`src/source/cache_pkg.sv`:
```
package cache_pkg;

    localparam int NUM_LINES     = 8;
    localparam int ASSOCIATIVITY = 2;                     // Two ways per set.
    localparam int NUM_SETS      = NUM_LINES / ASSOCIATIVITY;

    localparam int ADDR_WIDTH  = 16;                      // Byte address.
    localparam int LINE_BYTES  = 16;
    localparam int OFFSET_BITS = $clog2(LINE_BYTES);
    localparam int INDEX_BITS  = $clog2(NUM_SETS);
    localparam int TAG_BITS    = ADDR_WIDTH - INDEX_BITS - OFFSET_BITS;

    typedef logic [ADDR_WIDTH-1:0]            addr_t;
    typedef logic [8*LINE_BYTES-1:0]          line_t;
    typedef logic [LINE_BYTES-1:0]            sel_t;
    typedef logic [TAG_BITS-1:0]              tag_t;
    typedef logic [INDEX_BITS-1:0]            index_t;
    typedef logic [$clog2(ASSOCIATIVITY)-1:0] way_t;

    // Master request, used on both buses.
    typedef struct packed {
        logic  cyc;
        logic  stb;
        logic  we;
        sel_t  sel;
        addr_t adr;
        line_t dat;
    } wb_req_t;

    typedef struct packed {
        logic  ack;
        line_t dat;
    } wb_rsp_t;

    typedef struct packed {
        logic  ack;
        logic  rty;                                       // Reissue the same cycle.
        line_t dat;
    } mem_rsp_t;

    typedef enum logic [1:0] {
        IDLE,
        LOOKUP,
        FILL,
        DONE
    } ctrl_state_t;

endpackage : cache_pkg

```
`src/source/cache_controller.sv`:
```
module cache_controller (
    input  logic                clk,
    input  logic                reset,

    /* processor->controller */
    input  cache_pkg::wb_req_t  cpu_req,

    /* datapath->controller */
    input  logic                hit,
    input  logic                victim_dirty,

    /* eviction buffer and memory->controller */
    input  logic                evb_valid,
    input  cache_pkg::mem_rsp_t mem_rsp,

    /* controller->processor */
    output logic                cpu_ack,

    /* controller->datapath */
    output logic                way_load,
    output logic                fill_sel,
    output logic                lru_touch,
    output logic                victim_capture,

    /* controller->eviction buffer */
    output logic                evb_load,
    output logic                fetch
);

    import cache_pkg::*;

    ctrl_state_t state;
    ctrl_state_t next_state;

    logic cpu_valid;
    logic fill_ok;
    logic may_start;

    assign cpu_valid = cpu_req.cyc & cpu_req.stb;
    assign fill_ok   = mem_rsp.ack & ~mem_rsp.rty;        // Rty does not end the fill.

    // A miss stays in IDLE while the buffer still holds a line.
    assign may_start = hit | ~evb_valid;

    always_ff @(posedge clk) begin
        if (reset) begin
            state <= IDLE;
        end else begin
            state <= next_state;
        end
    end

    always_comb begin
        next_state = state;
        unique case (state)
            IDLE: begin
                if (cpu_valid && may_start) begin
                    next_state = LOOKUP;
                end
            end
            LOOKUP: begin
                if (hit) begin
                    next_state = DONE;
                end else begin
                    next_state = FILL;
                end
            end
            FILL: begin
                if (fill_ok) begin
                    next_state = DONE;
                end
            end
            DONE: begin
                next_state = IDLE;                        // One ack per request.
            end
            default: begin
                next_state = IDLE;
            end
        endcase
    end

    always_comb begin
        cpu_ack        = 1'b0;
        way_load       = 1'b0;
        fill_sel       = 1'b0;
        lru_touch      = 1'b0;
        victim_capture = 1'b0;
        evb_load       = 1'b0;
        fetch          = 1'b0;
        unique case (state)
            IDLE: begin
            end
            LOOKUP: begin
                if (hit) begin
                    way_load = cpu_req.we;                // Write hit merges in place.
                end else begin
                    victim_capture = 1'b1;
                    evb_load       = victim_dirty;
                end
            end
            FILL: begin
                fetch = 1'b1;
                if (fill_ok) begin
                    way_load = 1'b1;
                    fill_sel = 1'b1;                      // Line comes from memory.
                end
            end
            DONE: begin
                // The requested line is resident here, so hit selects it.
                cpu_ack   = 1'b1;
                lru_touch = 1'b1;
            end
            default: begin
            end
        endcase
    end

endmodule : cache_controller

```
`src/source/cache_datapath.sv`:
```
module cache_datapath (
    input  logic               clk,
    input  logic               reset,

    /* processor and memory data */
    input  cache_pkg::wb_req_t cpu_req,
    input  cache_pkg::line_t   mem_dat,

    /* controller->datapath */
    input  logic               way_load,
    input  logic               fill_sel,
    input  logic               lru_touch,
    input  logic               victim_capture,

    /* datapath->controller */
    output logic               hit,
    output cache_pkg::way_t    hit_way,
    output logic               victim_dirty,

    /* datapath->eviction buffer */
    output cache_pkg::line_t   victim_line,
    output cache_pkg::addr_t   victim_adr,

    /* datapath->processor */
    output cache_pkg::line_t   rd_line
);

    import cache_pkg::*;

    // Tag and data stores, indexed [way][set].
    tag_t  tags [ASSOCIATIVITY][NUM_SETS];
    line_t data [ASSOCIATIVITY][NUM_SETS];

    logic [NUM_SETS-1:0][ASSOCIATIVITY-1:0] valid;
    logic [NUM_SETS-1:0][ASSOCIATIVITY-1:0] dirty;
    way_t [NUM_SETS-1:0]                    lru;          // Least recently used way per set.
    way_t                                   fill_way;     // Way picked for the pending fill.

    index_t index;
    tag_t   tag;
    way_t   lru_way;
    way_t   load_way;
    line_t  base_line;
    line_t  merged_line;

    assign index   = cpu_req.adr[OFFSET_BITS +: INDEX_BITS];
    assign tag     = cpu_req.adr[ADDR_WIDTH-1 -: TAG_BITS];
    assign lru_way = lru[index];

    // Parallel tag compare over all ways of the set.
    always_comb begin
        hit     = 1'b0;
        hit_way = '0;
        for (int w = 0; w < ASSOCIATIVITY; w++) begin
            if (valid[index][w] && tags[w][index] == tag) begin
                hit     = 1'b1;
                hit_way = way_t'(w);
            end
        end
    end

    assign rd_line = data[hit_way][index];

    // The LRU way is the victim of a miss.
    assign victim_dirty = valid[index][lru_way] & dirty[index][lru_way];
    assign victim_line  = data[lru_way][index];
    assign victim_adr   = {tags[lru_way][index], index, OFFSET_BITS'(0)};

    assign load_way  = fill_sel ? fill_way : hit_way;
    assign base_line = fill_sel ? mem_dat : rd_line;

    // Byte lanes from the processor replace the base line on writes.
    always_comb begin
        merged_line = base_line;
        for (int b = 0; b < LINE_BYTES; b++) begin
            if (cpu_req.we && cpu_req.sel[b]) begin
                merged_line[8*b +: 8] = cpu_req.dat[8*b +: 8];
            end
        end
    end

    always_ff @(posedge clk) begin
        if (reset) begin
            valid    <= '0;
            dirty    <= '0;
            lru      <= '0;
            fill_way <= '0;
        end else begin
            if (victim_capture) begin
                fill_way                <= lru_way;
                valid[index][lru_way]   <= 1'b0;          // Copy now lives in the buffer.
                dirty[index][lru_way]   <= 1'b0;
            end
            if (way_load) begin
                valid[index][load_way] <= 1'b1;
                if (fill_sel) begin
                    dirty[index][load_way] <= cpu_req.we; // Fresh line from memory.
                end else begin
                    dirty[index][load_way] <= dirty[index][load_way] | cpu_req.we;
                end
            end
            if (lru_touch) begin
                lru[index] <= ~hit_way;                   // Other way of the pair.
            end
        end
    end

    always_ff @(posedge clk) begin
        if (way_load) begin
            data[load_way][index] <= merged_line;
            tags[load_way][index] <= tag;
        end
    end

endmodule : cache_datapath

```
`src/source/eviction_buffer.sv`:
```
module eviction_buffer (
    input  logic                clk,
    input  logic                reset,

    /* datapath and controller->buffer */
    input  logic                evb_load,
    input  cache_pkg::line_t    victim_line,
    input  cache_pkg::addr_t    victim_adr,
    input  logic                fetch,
    input  cache_pkg::addr_t    fetch_adr,

    /* memory->buffer */
    input  cache_pkg::mem_rsp_t mem_rsp,

    /* OUTPUTS */
    output logic                evb_valid,
    output cache_pkg::wb_req_t  mem_req
);

    import cache_pkg::*;

    line_t evb_line;
    addr_t evb_adr;
    logic  drain_done;

    // A drain only completes when it owns the bus.
    assign drain_done = evb_valid && !fetch && mem_rsp.ack && !mem_rsp.rty;

    always_ff @(posedge clk) begin
        if (reset) begin
            evb_valid <= 1'b0;
        end else if (evb_load) begin
            evb_valid <= 1'b1;
        end else if (drain_done) begin
            evb_valid <= 1'b0;
        end
    end

    always_ff @(posedge clk) begin
        if (evb_load) begin
            evb_line <= victim_line;
            evb_adr  <= victim_adr;
        end
    end

    // Fill has priority; the drain waits for the bus.
    always_comb begin
        mem_req = '0;
        if (fetch) begin
            mem_req.cyc = 1'b1;
            mem_req.stb = 1'b1;
            mem_req.we  = 1'b0;
            mem_req.sel = '1;
            mem_req.adr = {fetch_adr[ADDR_WIDTH-1:OFFSET_BITS], OFFSET_BITS'(0)};
        end else if (evb_valid) begin
            mem_req.cyc = 1'b1;                           // Held through rty.
            mem_req.stb = 1'b1;
            mem_req.we  = 1'b1;
            mem_req.sel = '1;
            mem_req.adr = evb_adr;
            mem_req.dat = evb_line;
        end
    end

endmodule : eviction_buffer

```
`src/source/eviction_buffered_cache.sv`:
```
module eviction_buffered_cache (
    input  logic                clk,
    input  logic                reset,

    /* processor side */
    input  cache_pkg::wb_req_t  cpu_req,
    output cache_pkg::wb_rsp_t  cpu_rsp,

    /* memory side */
    output cache_pkg::wb_req_t  mem_req,
    input  cache_pkg::mem_rsp_t mem_rsp
);

    import cache_pkg::*;

    logic  way_load;
    logic  fill_sel;
    logic  lru_touch;
    logic  victim_capture;
    logic  hit;
    logic  victim_dirty;
    line_t victim_line;
    addr_t victim_adr;
    line_t rd_line;
    logic  evb_load;
    logic  evb_valid;
    logic  fetch;
    logic  cpu_ack;

    assign cpu_rsp.ack = cpu_ack;
    assign cpu_rsp.dat = rd_line;

    cache_datapath _cache_datapath (
        .clk,
        .reset,
        .cpu_req,
        .mem_dat(mem_rsp.dat),
        .way_load,
        .fill_sel,
        .lru_touch,
        .victim_capture,
        .hit,
        .hit_way(),
        .victim_dirty,
        .victim_line,
        .victim_adr,
        .rd_line
    );

    eviction_buffer _eviction_buffer (
        .clk,
        .reset,
        .evb_load,
        .victim_line,
        .victim_adr,
        .fetch,
        .fetch_adr(cpu_req.adr),                          // Miss address.
        .mem_rsp,
        .evb_valid,
        .mem_req
    );

    cache_controller _cache_controller (
        .clk,
        .reset,
        .cpu_req,
        .hit,
        .victim_dirty,
        .evb_valid,
        .mem_rsp,
        .cpu_ack,
        .way_load,
        .fill_sel,
        .lru_touch,
        .victim_capture,
        .evb_load,
        .fetch
    );

endmodule : eviction_buffered_cache
```
`config.mk`:
```
export PLATFORM = sky130hd
export DESIGN_NAME = eviction_buffered_cache
export DESIGN_NICKNAME = d
export VERILOG_FILES = /design/src/source/cache_pkg.sv /design/src/source/cache_controller.sv /design/src/source/cache_datapath.sv /design/src/source/eviction_buffer.sv /design/src/source/eviction_buffered_cache.sv
export SDC_FILE = /design/constraint.sdc
export NUM_CORES = 2
export LEC_CHECK = 0
export BUFFER_PORTS_ARGS = -buffer_cell sky130_fd_sc_hd__buf_2
export CAP_MARGIN = 20
export CORE_MARGIN = 5
export CORE_UTILIZATION = 40
export CTS_CLUSTER_DIAMETER = 200
export DETAILED_ROUTE_END_ITERATION = 8
export GPL_TIMING_DRIVEN = 0
export MAX_ROUTING_LAYER = met4
export RECOVER_POWER = 25
export SLEW_MARGIN = 20
export SYNTH_ARGS = -nofsm -noshare
export SYNTH_HDL_FRONTEND = slang
export SYNTH_HIERARCHICAL = 1
export SYNTH_SLANG_ARGS = --single-unit
```
`constraint.sdc`:
```
create_clock -name clk -period 16.6 [get_ports clk]
set_input_delay 1.66 -clock clk [delete_from_list [all_inputs] [get_ports clk]]
set_output_delay 1.66 -clock clk [all_outputs]
set_load 0.01 [all_outputs]
```
**After elaboration in Yosys (flattened, before gate mapping)**

Memories as Yosys holds them, arrays and structs flattened.
Cells that the tools add are included.

- $lt $le $gt $ge: 8
- Eq/ne operators: 7
- Multiplexer cells: 94
- Bitwise logic cells: 13
- Reductions and logical operators: 31

Operators by type and width:

| cell | number |
|---|---|
| $mux 128 | 7 |
| $bmux 128 s2 | 2 |
| $mux 512 | 1 |
| $demux 128 s2 | 1 |
| $mux 8 | 23 |
| $mux 163 | 1 |
| $mux 10 | 7 |
| $bmux 10 s2 | 3 |
| $mux 40 | 1 |
| $mux 35 | 1 |
| $mux 1 | 27 |
| $logic_and 1x1->1 | 26 |
| $demux 10 s2 | 1 |
| $eq 10x10->1 | 2 |
| $and 8x8->8 | 2 |
| $bwmux 8 | 2 |
| $mux 2 | 6 |
| $bmux 2 s2 | 2 |
| $demux 2 s2 | 2 |
| $not 8->8 | 1 |
| $or 8x8->8 | 1 |
| $pmux 2 s4 | 1 |
| $bwmux 4 | 1 |
| $eq 2x2->1 const B | 2 |
| other kinds (20) | 30 |

- Register bits after elaboration: 164
- RAM bits: 1104
- Input port bits: 295
- Output and inout port bits: 292
- Word-level logic and storage cells: 172
- Memories kept: 2

Memory list:

| memory | words | width | read ports | clocked after Yosys merged registers in | write ports | RTL line | RTL |
|---|---|---|---|---|---|---|---|
| _cache_datapath.data | 2 | 512 | 2 | 0 | 1 | cache_datapath.sv:32 | `line_t data [ASSOCIATIVITY][NUM_SETS];` |
| _cache_datapath.tags | 2 | 40 | 3 | 0 | 1 | cache_datapath.sv:31 | `tag_t tags [ASSOCIATIVITY][NUM_SETS];` |

**Longest topological paths before layout**

- Word-level depth: 17
- Depth in mapped cells: 15
- Gate-level depth less buffers: 12

**Cells and area by module**

Netlist, hierarchy kept.

Modules (own cells, without submodules):

| module | instances | cells an instance | area each (um2) | seq. area each (um2) |
|---|---|---|---|---|
| cache_datapath | 1 | 4093 | 54139.4 | 33572.2 |
| eviction_buffer | 1 | 328 | 5521.5 | 4344.2 |
| cache_controller | 1 | 28 | 235.2 | 40.0 |
| eviction_buffered_cache | 1 | 1 | 7.5 | 0.0 |

**Least setup slack after synthesis**

Ideal clock, no wire load.

- Path type: input -> register
- Start point: in cpu_req[133] (netlist bit)
- End point: mem _cache_datapath/data[1][0] (netlist bit) (enable)
- Setup time: 638 ps
- Arrival: 10384 ps
- Required time: 15962 ps
- Path slack: 5578 ps
- Stages on the path: 13
- Buffers on the path: 4
- Cells stage by stage: clkbuf_1 -> clkbuf_1 -> mux2i_1 -> xor2_1 -> nand3_1 -> a2111oi_1 -> a41o_1 -> a31oi_1 -> nor2b_1 -> clkbuf_1 -> clkbuf_1 -> nand2_1 -> nor2_1

- Elaborated cells between the ends (all ways): 26
- Classes of those cells: 2 x order compare; 2 x eq/ne; 18 x mux; 1 x bitwise; 3 x reduce/logical

RTL lines:

| item | RTL line | RTL |
|---|---|---|
| start: declaration | eviction_buffered_cache.sv:6 | `input cache_pkg::wb_req_t cpu_req,` |
| $not 2->3 (implied by the code) | cache_datapath.sv:55 | `if (valid[index][w] && tags[w][index] == tag) begin` |
| $bmux 10 s2 | cache_datapath.sv:55 |  |
| $mux 10 (implied by the code) (2 in series) | cache_datapath.sv:55 |  |
| $eq 10x10->1 | cache_datapath.sv:55 |  |
| $logic_and 1x1->1 (*) | cache_datapath.sv:55 |  |
| $mux 1 (*) | cache_datapath.sv:55 |  |
| via _cache_datapath.hit_way | cache_datapath.sv:17 | `output cache_pkg::way_t hit_way,` |
| $mux 1 (*) | cache_datapath.sv:69 | `assign load_way = fill_sel ? fill_way : hit_way;` |
| end: declaration | cache_datapath.sv:32 |  |

Mark *: on every way through the listed nets, which the timed path passes. The rest lies on a longest branch. The select of a mux whose other input is x is not followed.

**Worst setup path after layout**

- Start point: in cpu_req[133] (netlist bit)
- End point: mem _cache_datapath/data[1][345] (netlist bit) (enable)

- Cells in the longest elaborated chain, start to end: 12
- Elaborated cells between the ends (all ways): 26
- Classes of those cells: 2 x order compare; 2 x eq/ne; 18 x mux; 1 x bitwise; 3 x reduce/logical

RTL lines:

| item | RTL line | RTL |
|---|---|---|
| $not 2->3 (implied by the code) | cache_datapath.sv:55 |  |
| $bmux 10 s2 | cache_datapath.sv:55 |  |
| $mux 10 (implied by the code) (2 in series) | cache_datapath.sv:55 |  |
| $eq 10x10->1 | cache_datapath.sv:55 |  |
| $logic_and 1x1->1 | cache_datapath.sv:55 |  |
| $mux 1 | cache_datapath.sv:55 |  |
| $mux 1 (*) | cache_datapath.sv:55 |  |
| via hit | eviction_buffered_cache.sv:20 | `logic hit;` |
| $mux 1 (*) | cache_controller.sv:94 | `if (hit) begin` |
| $pmux 1 s2 (*) | cache_controller.sv:90 | `unique case (state)` |
| via way_load | eviction_buffered_cache.sv:16 | `logic way_load;` |
| $mux 1 (*) | cache_datapath.sv:109 | `if (way_load) begin` |
| $mux 512 (implied by the code) (*) | cache_datapath.sv:110 | `data[load_way][index] <= merged_line;` |

Marks and branches as above.

==> results_dict.tcl <==
set metrics [dict create \
    die_height_um 397 \
    max-slew-margin-rel_pct -45.8 \
    p_total_mw 7.52 \
    violations "capacitance limit, slew limit" \
    critPathMaxStageDelay_ps 890 \
    grt_pass1_vias 42789 \
    num_io_pins 587 \
    drive_above_1_share_pct 23.2 \
    finalWirelength_mm 219 \
    die_w_um 397 \
    hold_path.class "reg -> reg" \
    grt_max_degree 65 \
    crit_top_cell "clkbuf_1" \
    synth.distinct_cells 56 \
    ir_worst_vdd_mv 0.0728 \
    wire_per_inst_um 29.7 \
    root_buffer "clkbuf_16" \
    fmax_mhz 121 \
    maxSlewViolCount 11 \
    tightest_slew_ps 2190 \
    die-area_mm2 0.158 \
    hold_viol 0 \
    grt_pass1_wl_mm 305 \
    ys_seq_elements 1272 \
    arrival_ps 8720 \
    crit_family "buffers and inverters" \
    cellLeakagePower_nw 24.7 \
    antenna_found_initial 10 \
    layout_commonest_cell "edfxtp_1" \
    cp_slowest_cell "clkbuf_1" \
    vias_per_cell 5.91 \
    min_period_ps 8240 \
    cp_cell_sequence "clkbuf_1 -> clkbuf_1 -> clkbuf_1 -> clkbuf_1 -> clkbuf_1 -> mux4_2 -> xnor2_1 -> a41o_1 -> a31oi_1 -> nor2b_1 -> clkbuf_1 -> clkbuf_1 -> nand2_1 -> nor2_4 -> buf_12 -> buf_12 -> buf_16 -> buf_12" \
    maxCapViolCount 1 \
    start_kind "input pin" \
    fin_worst_skew_ps 35.1 \
    dpl_worst_slack_ps 7840 \
    setup_viol 0 \
    synth-edff-count 1248 \
    postRouteAntennaNets 0 \
    rsz0062_at_grt "false" \
    status "complete, but fails checks" \
    grt_overflow_total 0 \
    cp_max_fo 19 \
    netlist_area_mm2 0.0599 \
    cts_tree "done" \
    worstPathRequired_ps 17080 \
    htreeDepth 4 \
    netlist_instances 4450 \
    cts_resized 0 \
    mostFrequentLayoutCells "1248 x edfxtp_1, 1193 x nand2_1, 549 x buf_2" \
    critPathCaptureType "flop" \
    cts_inserted_buffers 142 \
    dpl.cell_count 7107 \
    core_mm2 0.149 \
    drc 0 \
    powerDensity_mw_per_mm2 106 \
    clock_latency_ps 800 \
    yosysSeqAreaShare_pct 63.4 \
    yosysWarnings 6 \
    hold_buffers 0 \
    cts_sinks 1272 \
    grt.total_usage_pct 27.8 \
    fillers 13269 \
    clkTransAtPathRegs_ps 60 \
    crit_type "in -> reg" \
    avgSynthCellArea_um2 13.5 \
    synth_ff_type "edfxtp_1" \
    finalWorstSetupSlack_ps 8360 \
    crit_buf_inv 11 \
    fin_cells 7374 \
    post_cts_buffers 0 \
    drt-initial-drc-count 5816 \
    async_reset_ff_share_pct 0 \
    syn2layout_area_growth_pct 18.5 \
    firstDrtPassIters 6 \
    cts_buffer_depth 3 \
    fin_hold_ws_ps 485 \
    place_congestion 0.886 \
    io_buffers 582 \
    dr_total_vias 43566 \
    row_count 142 \
    num-nets-final 5537 \
    place_hpwl_mm 147 \
    start_util_pct 40.1 \
    period_share_pct 49.6 \
]
[flip-flops by register name, summed over array words and instances (netlist names)]
register / flops
_cache_datapath/valid: 8
_cache_datapath/fill_way: 1
_cache_datapath/lru: 4
_eviction_buffer/evb_valid: 1
_cache_controller/state: 2
_cache_datapath/data: 1024
_cache_datapath/tags: 80
_eviction_buffer/evb_adr: 16
_eviction_buffer/evb_line: 128
_cache_datapath/dirty: 8
[per-stage QoR]
| stage | instance area, um2 | TNS [ps] | util [%] |
|---|---|---|---|
| final | 71000 | 0 | 47.5 |
| after global routing | 71000 | 0 | 47.5 |
| after CTS | 71300 | 0 | 47.7 |
| after detailed placement | 66700 | 0 | 44.7 |
| after global placement | 65400 | -2226570 | 43.7 |
| after floorplan | 59900 | 0 | - |
[final timing paths]
check                                                 from                      endpoint  slack [ps]  depth (start not counted)
worst min register to register    _cache_datapath/valid[2]      _cache_datapath/valid[2]         490                          2
worst max-delay path                          cpu_req[133]  _cache_datapath/data[1][345]        8360                         18
worst max register to register  _cache_datapath/tags[1][6]  _cache_datapath/data[1][345]       10610                         15
worst min-delay path              _cache_datapath/valid[2]      _cache_datapath/valid[2]         490                          2
[cell families (layout without fill, tap and decap cells)]
logic type,Yosys count,in the layout,share of synthesized area (%)
adder cells (fa/ha/maj),5,5,0.104
XOR/XNOR,22,22,0.334
AO/OA/AOI/OAI,725,725,6.43
flip-flops,1272,1272,63.4
AND/OR/NAND/NOR,1518,1518,11.1
buffers and inverters,363,1259,2.87
multiplexers,544,544,15.8
other,1,13,0.00626
[area by class of cell]
type                            instances  area (um2)  area share (%)
Clock buffer                          173        3730            5.26
Inverter                               11        71.3           0.100
Sequential cell                      1272       38000            53.5
Timing Repair Buffer                  640        4160            5.86
Multi-Input combinational cell       2818       20000            28.2
Clock inverter                         83         782            1.10
Antenna cell                            9        22.5          0.0317
Buffer                                352        1690            2.39
Tap cell                             2016        2520            3.55
[where the power goes]
part | total [mW] | internal [mW] | switching, mW
Combinational | 0.805 | 0.262 | 0.543
Sequential | 3.60 | 3.59 | 0.00612
Clock | 3.12 | 1.78 | 1.34
[layer usage]
metal | vias to the layer above | track usage, % | wire, um
met3 | 563 | 6.88 | 25000
met2 | 3013 | 40.6 | 97000
met5 | - | - | 0
li1 | 18241 | - | -
met1 | 21749 | 37.1 | 86100
met4 | 0 | 12.5 | 10700
[cell usage after synthesis, drive strengths merged, types with 7 or more instances]
cell type / count / area share, %
edfxtp: 1248 / 63
nand2: 1193 / 7.5
a21oi: 525 / 4.4
mux4: 277 / 10
clkbuf: 231 / 1.4
and2: 150 / 1.6
o21ai: 143 / 1.2
mux2i: 135 / 2.3
mux2: 132 / 3.2
or4: 128 / 1.6
buf: 121 / 1.4
dfxtp: 24 / 0.80
nor2: 18 / 0.11
xnor2: 15 / 0.23
a22o: 12 / 0.18
inv: 10 / 0.063
nand3: 9 / 0.084
a311oi: 8 / 0.12
xor2: 7 / 0.10
[worst min-delay path, stage by stage, from the launching register on]
cell	delay [ps]
dfxtp_1	310
o21ai_0	70
a21oi_1	60
No activity file was read; power rests on OpenSTA's default activity.
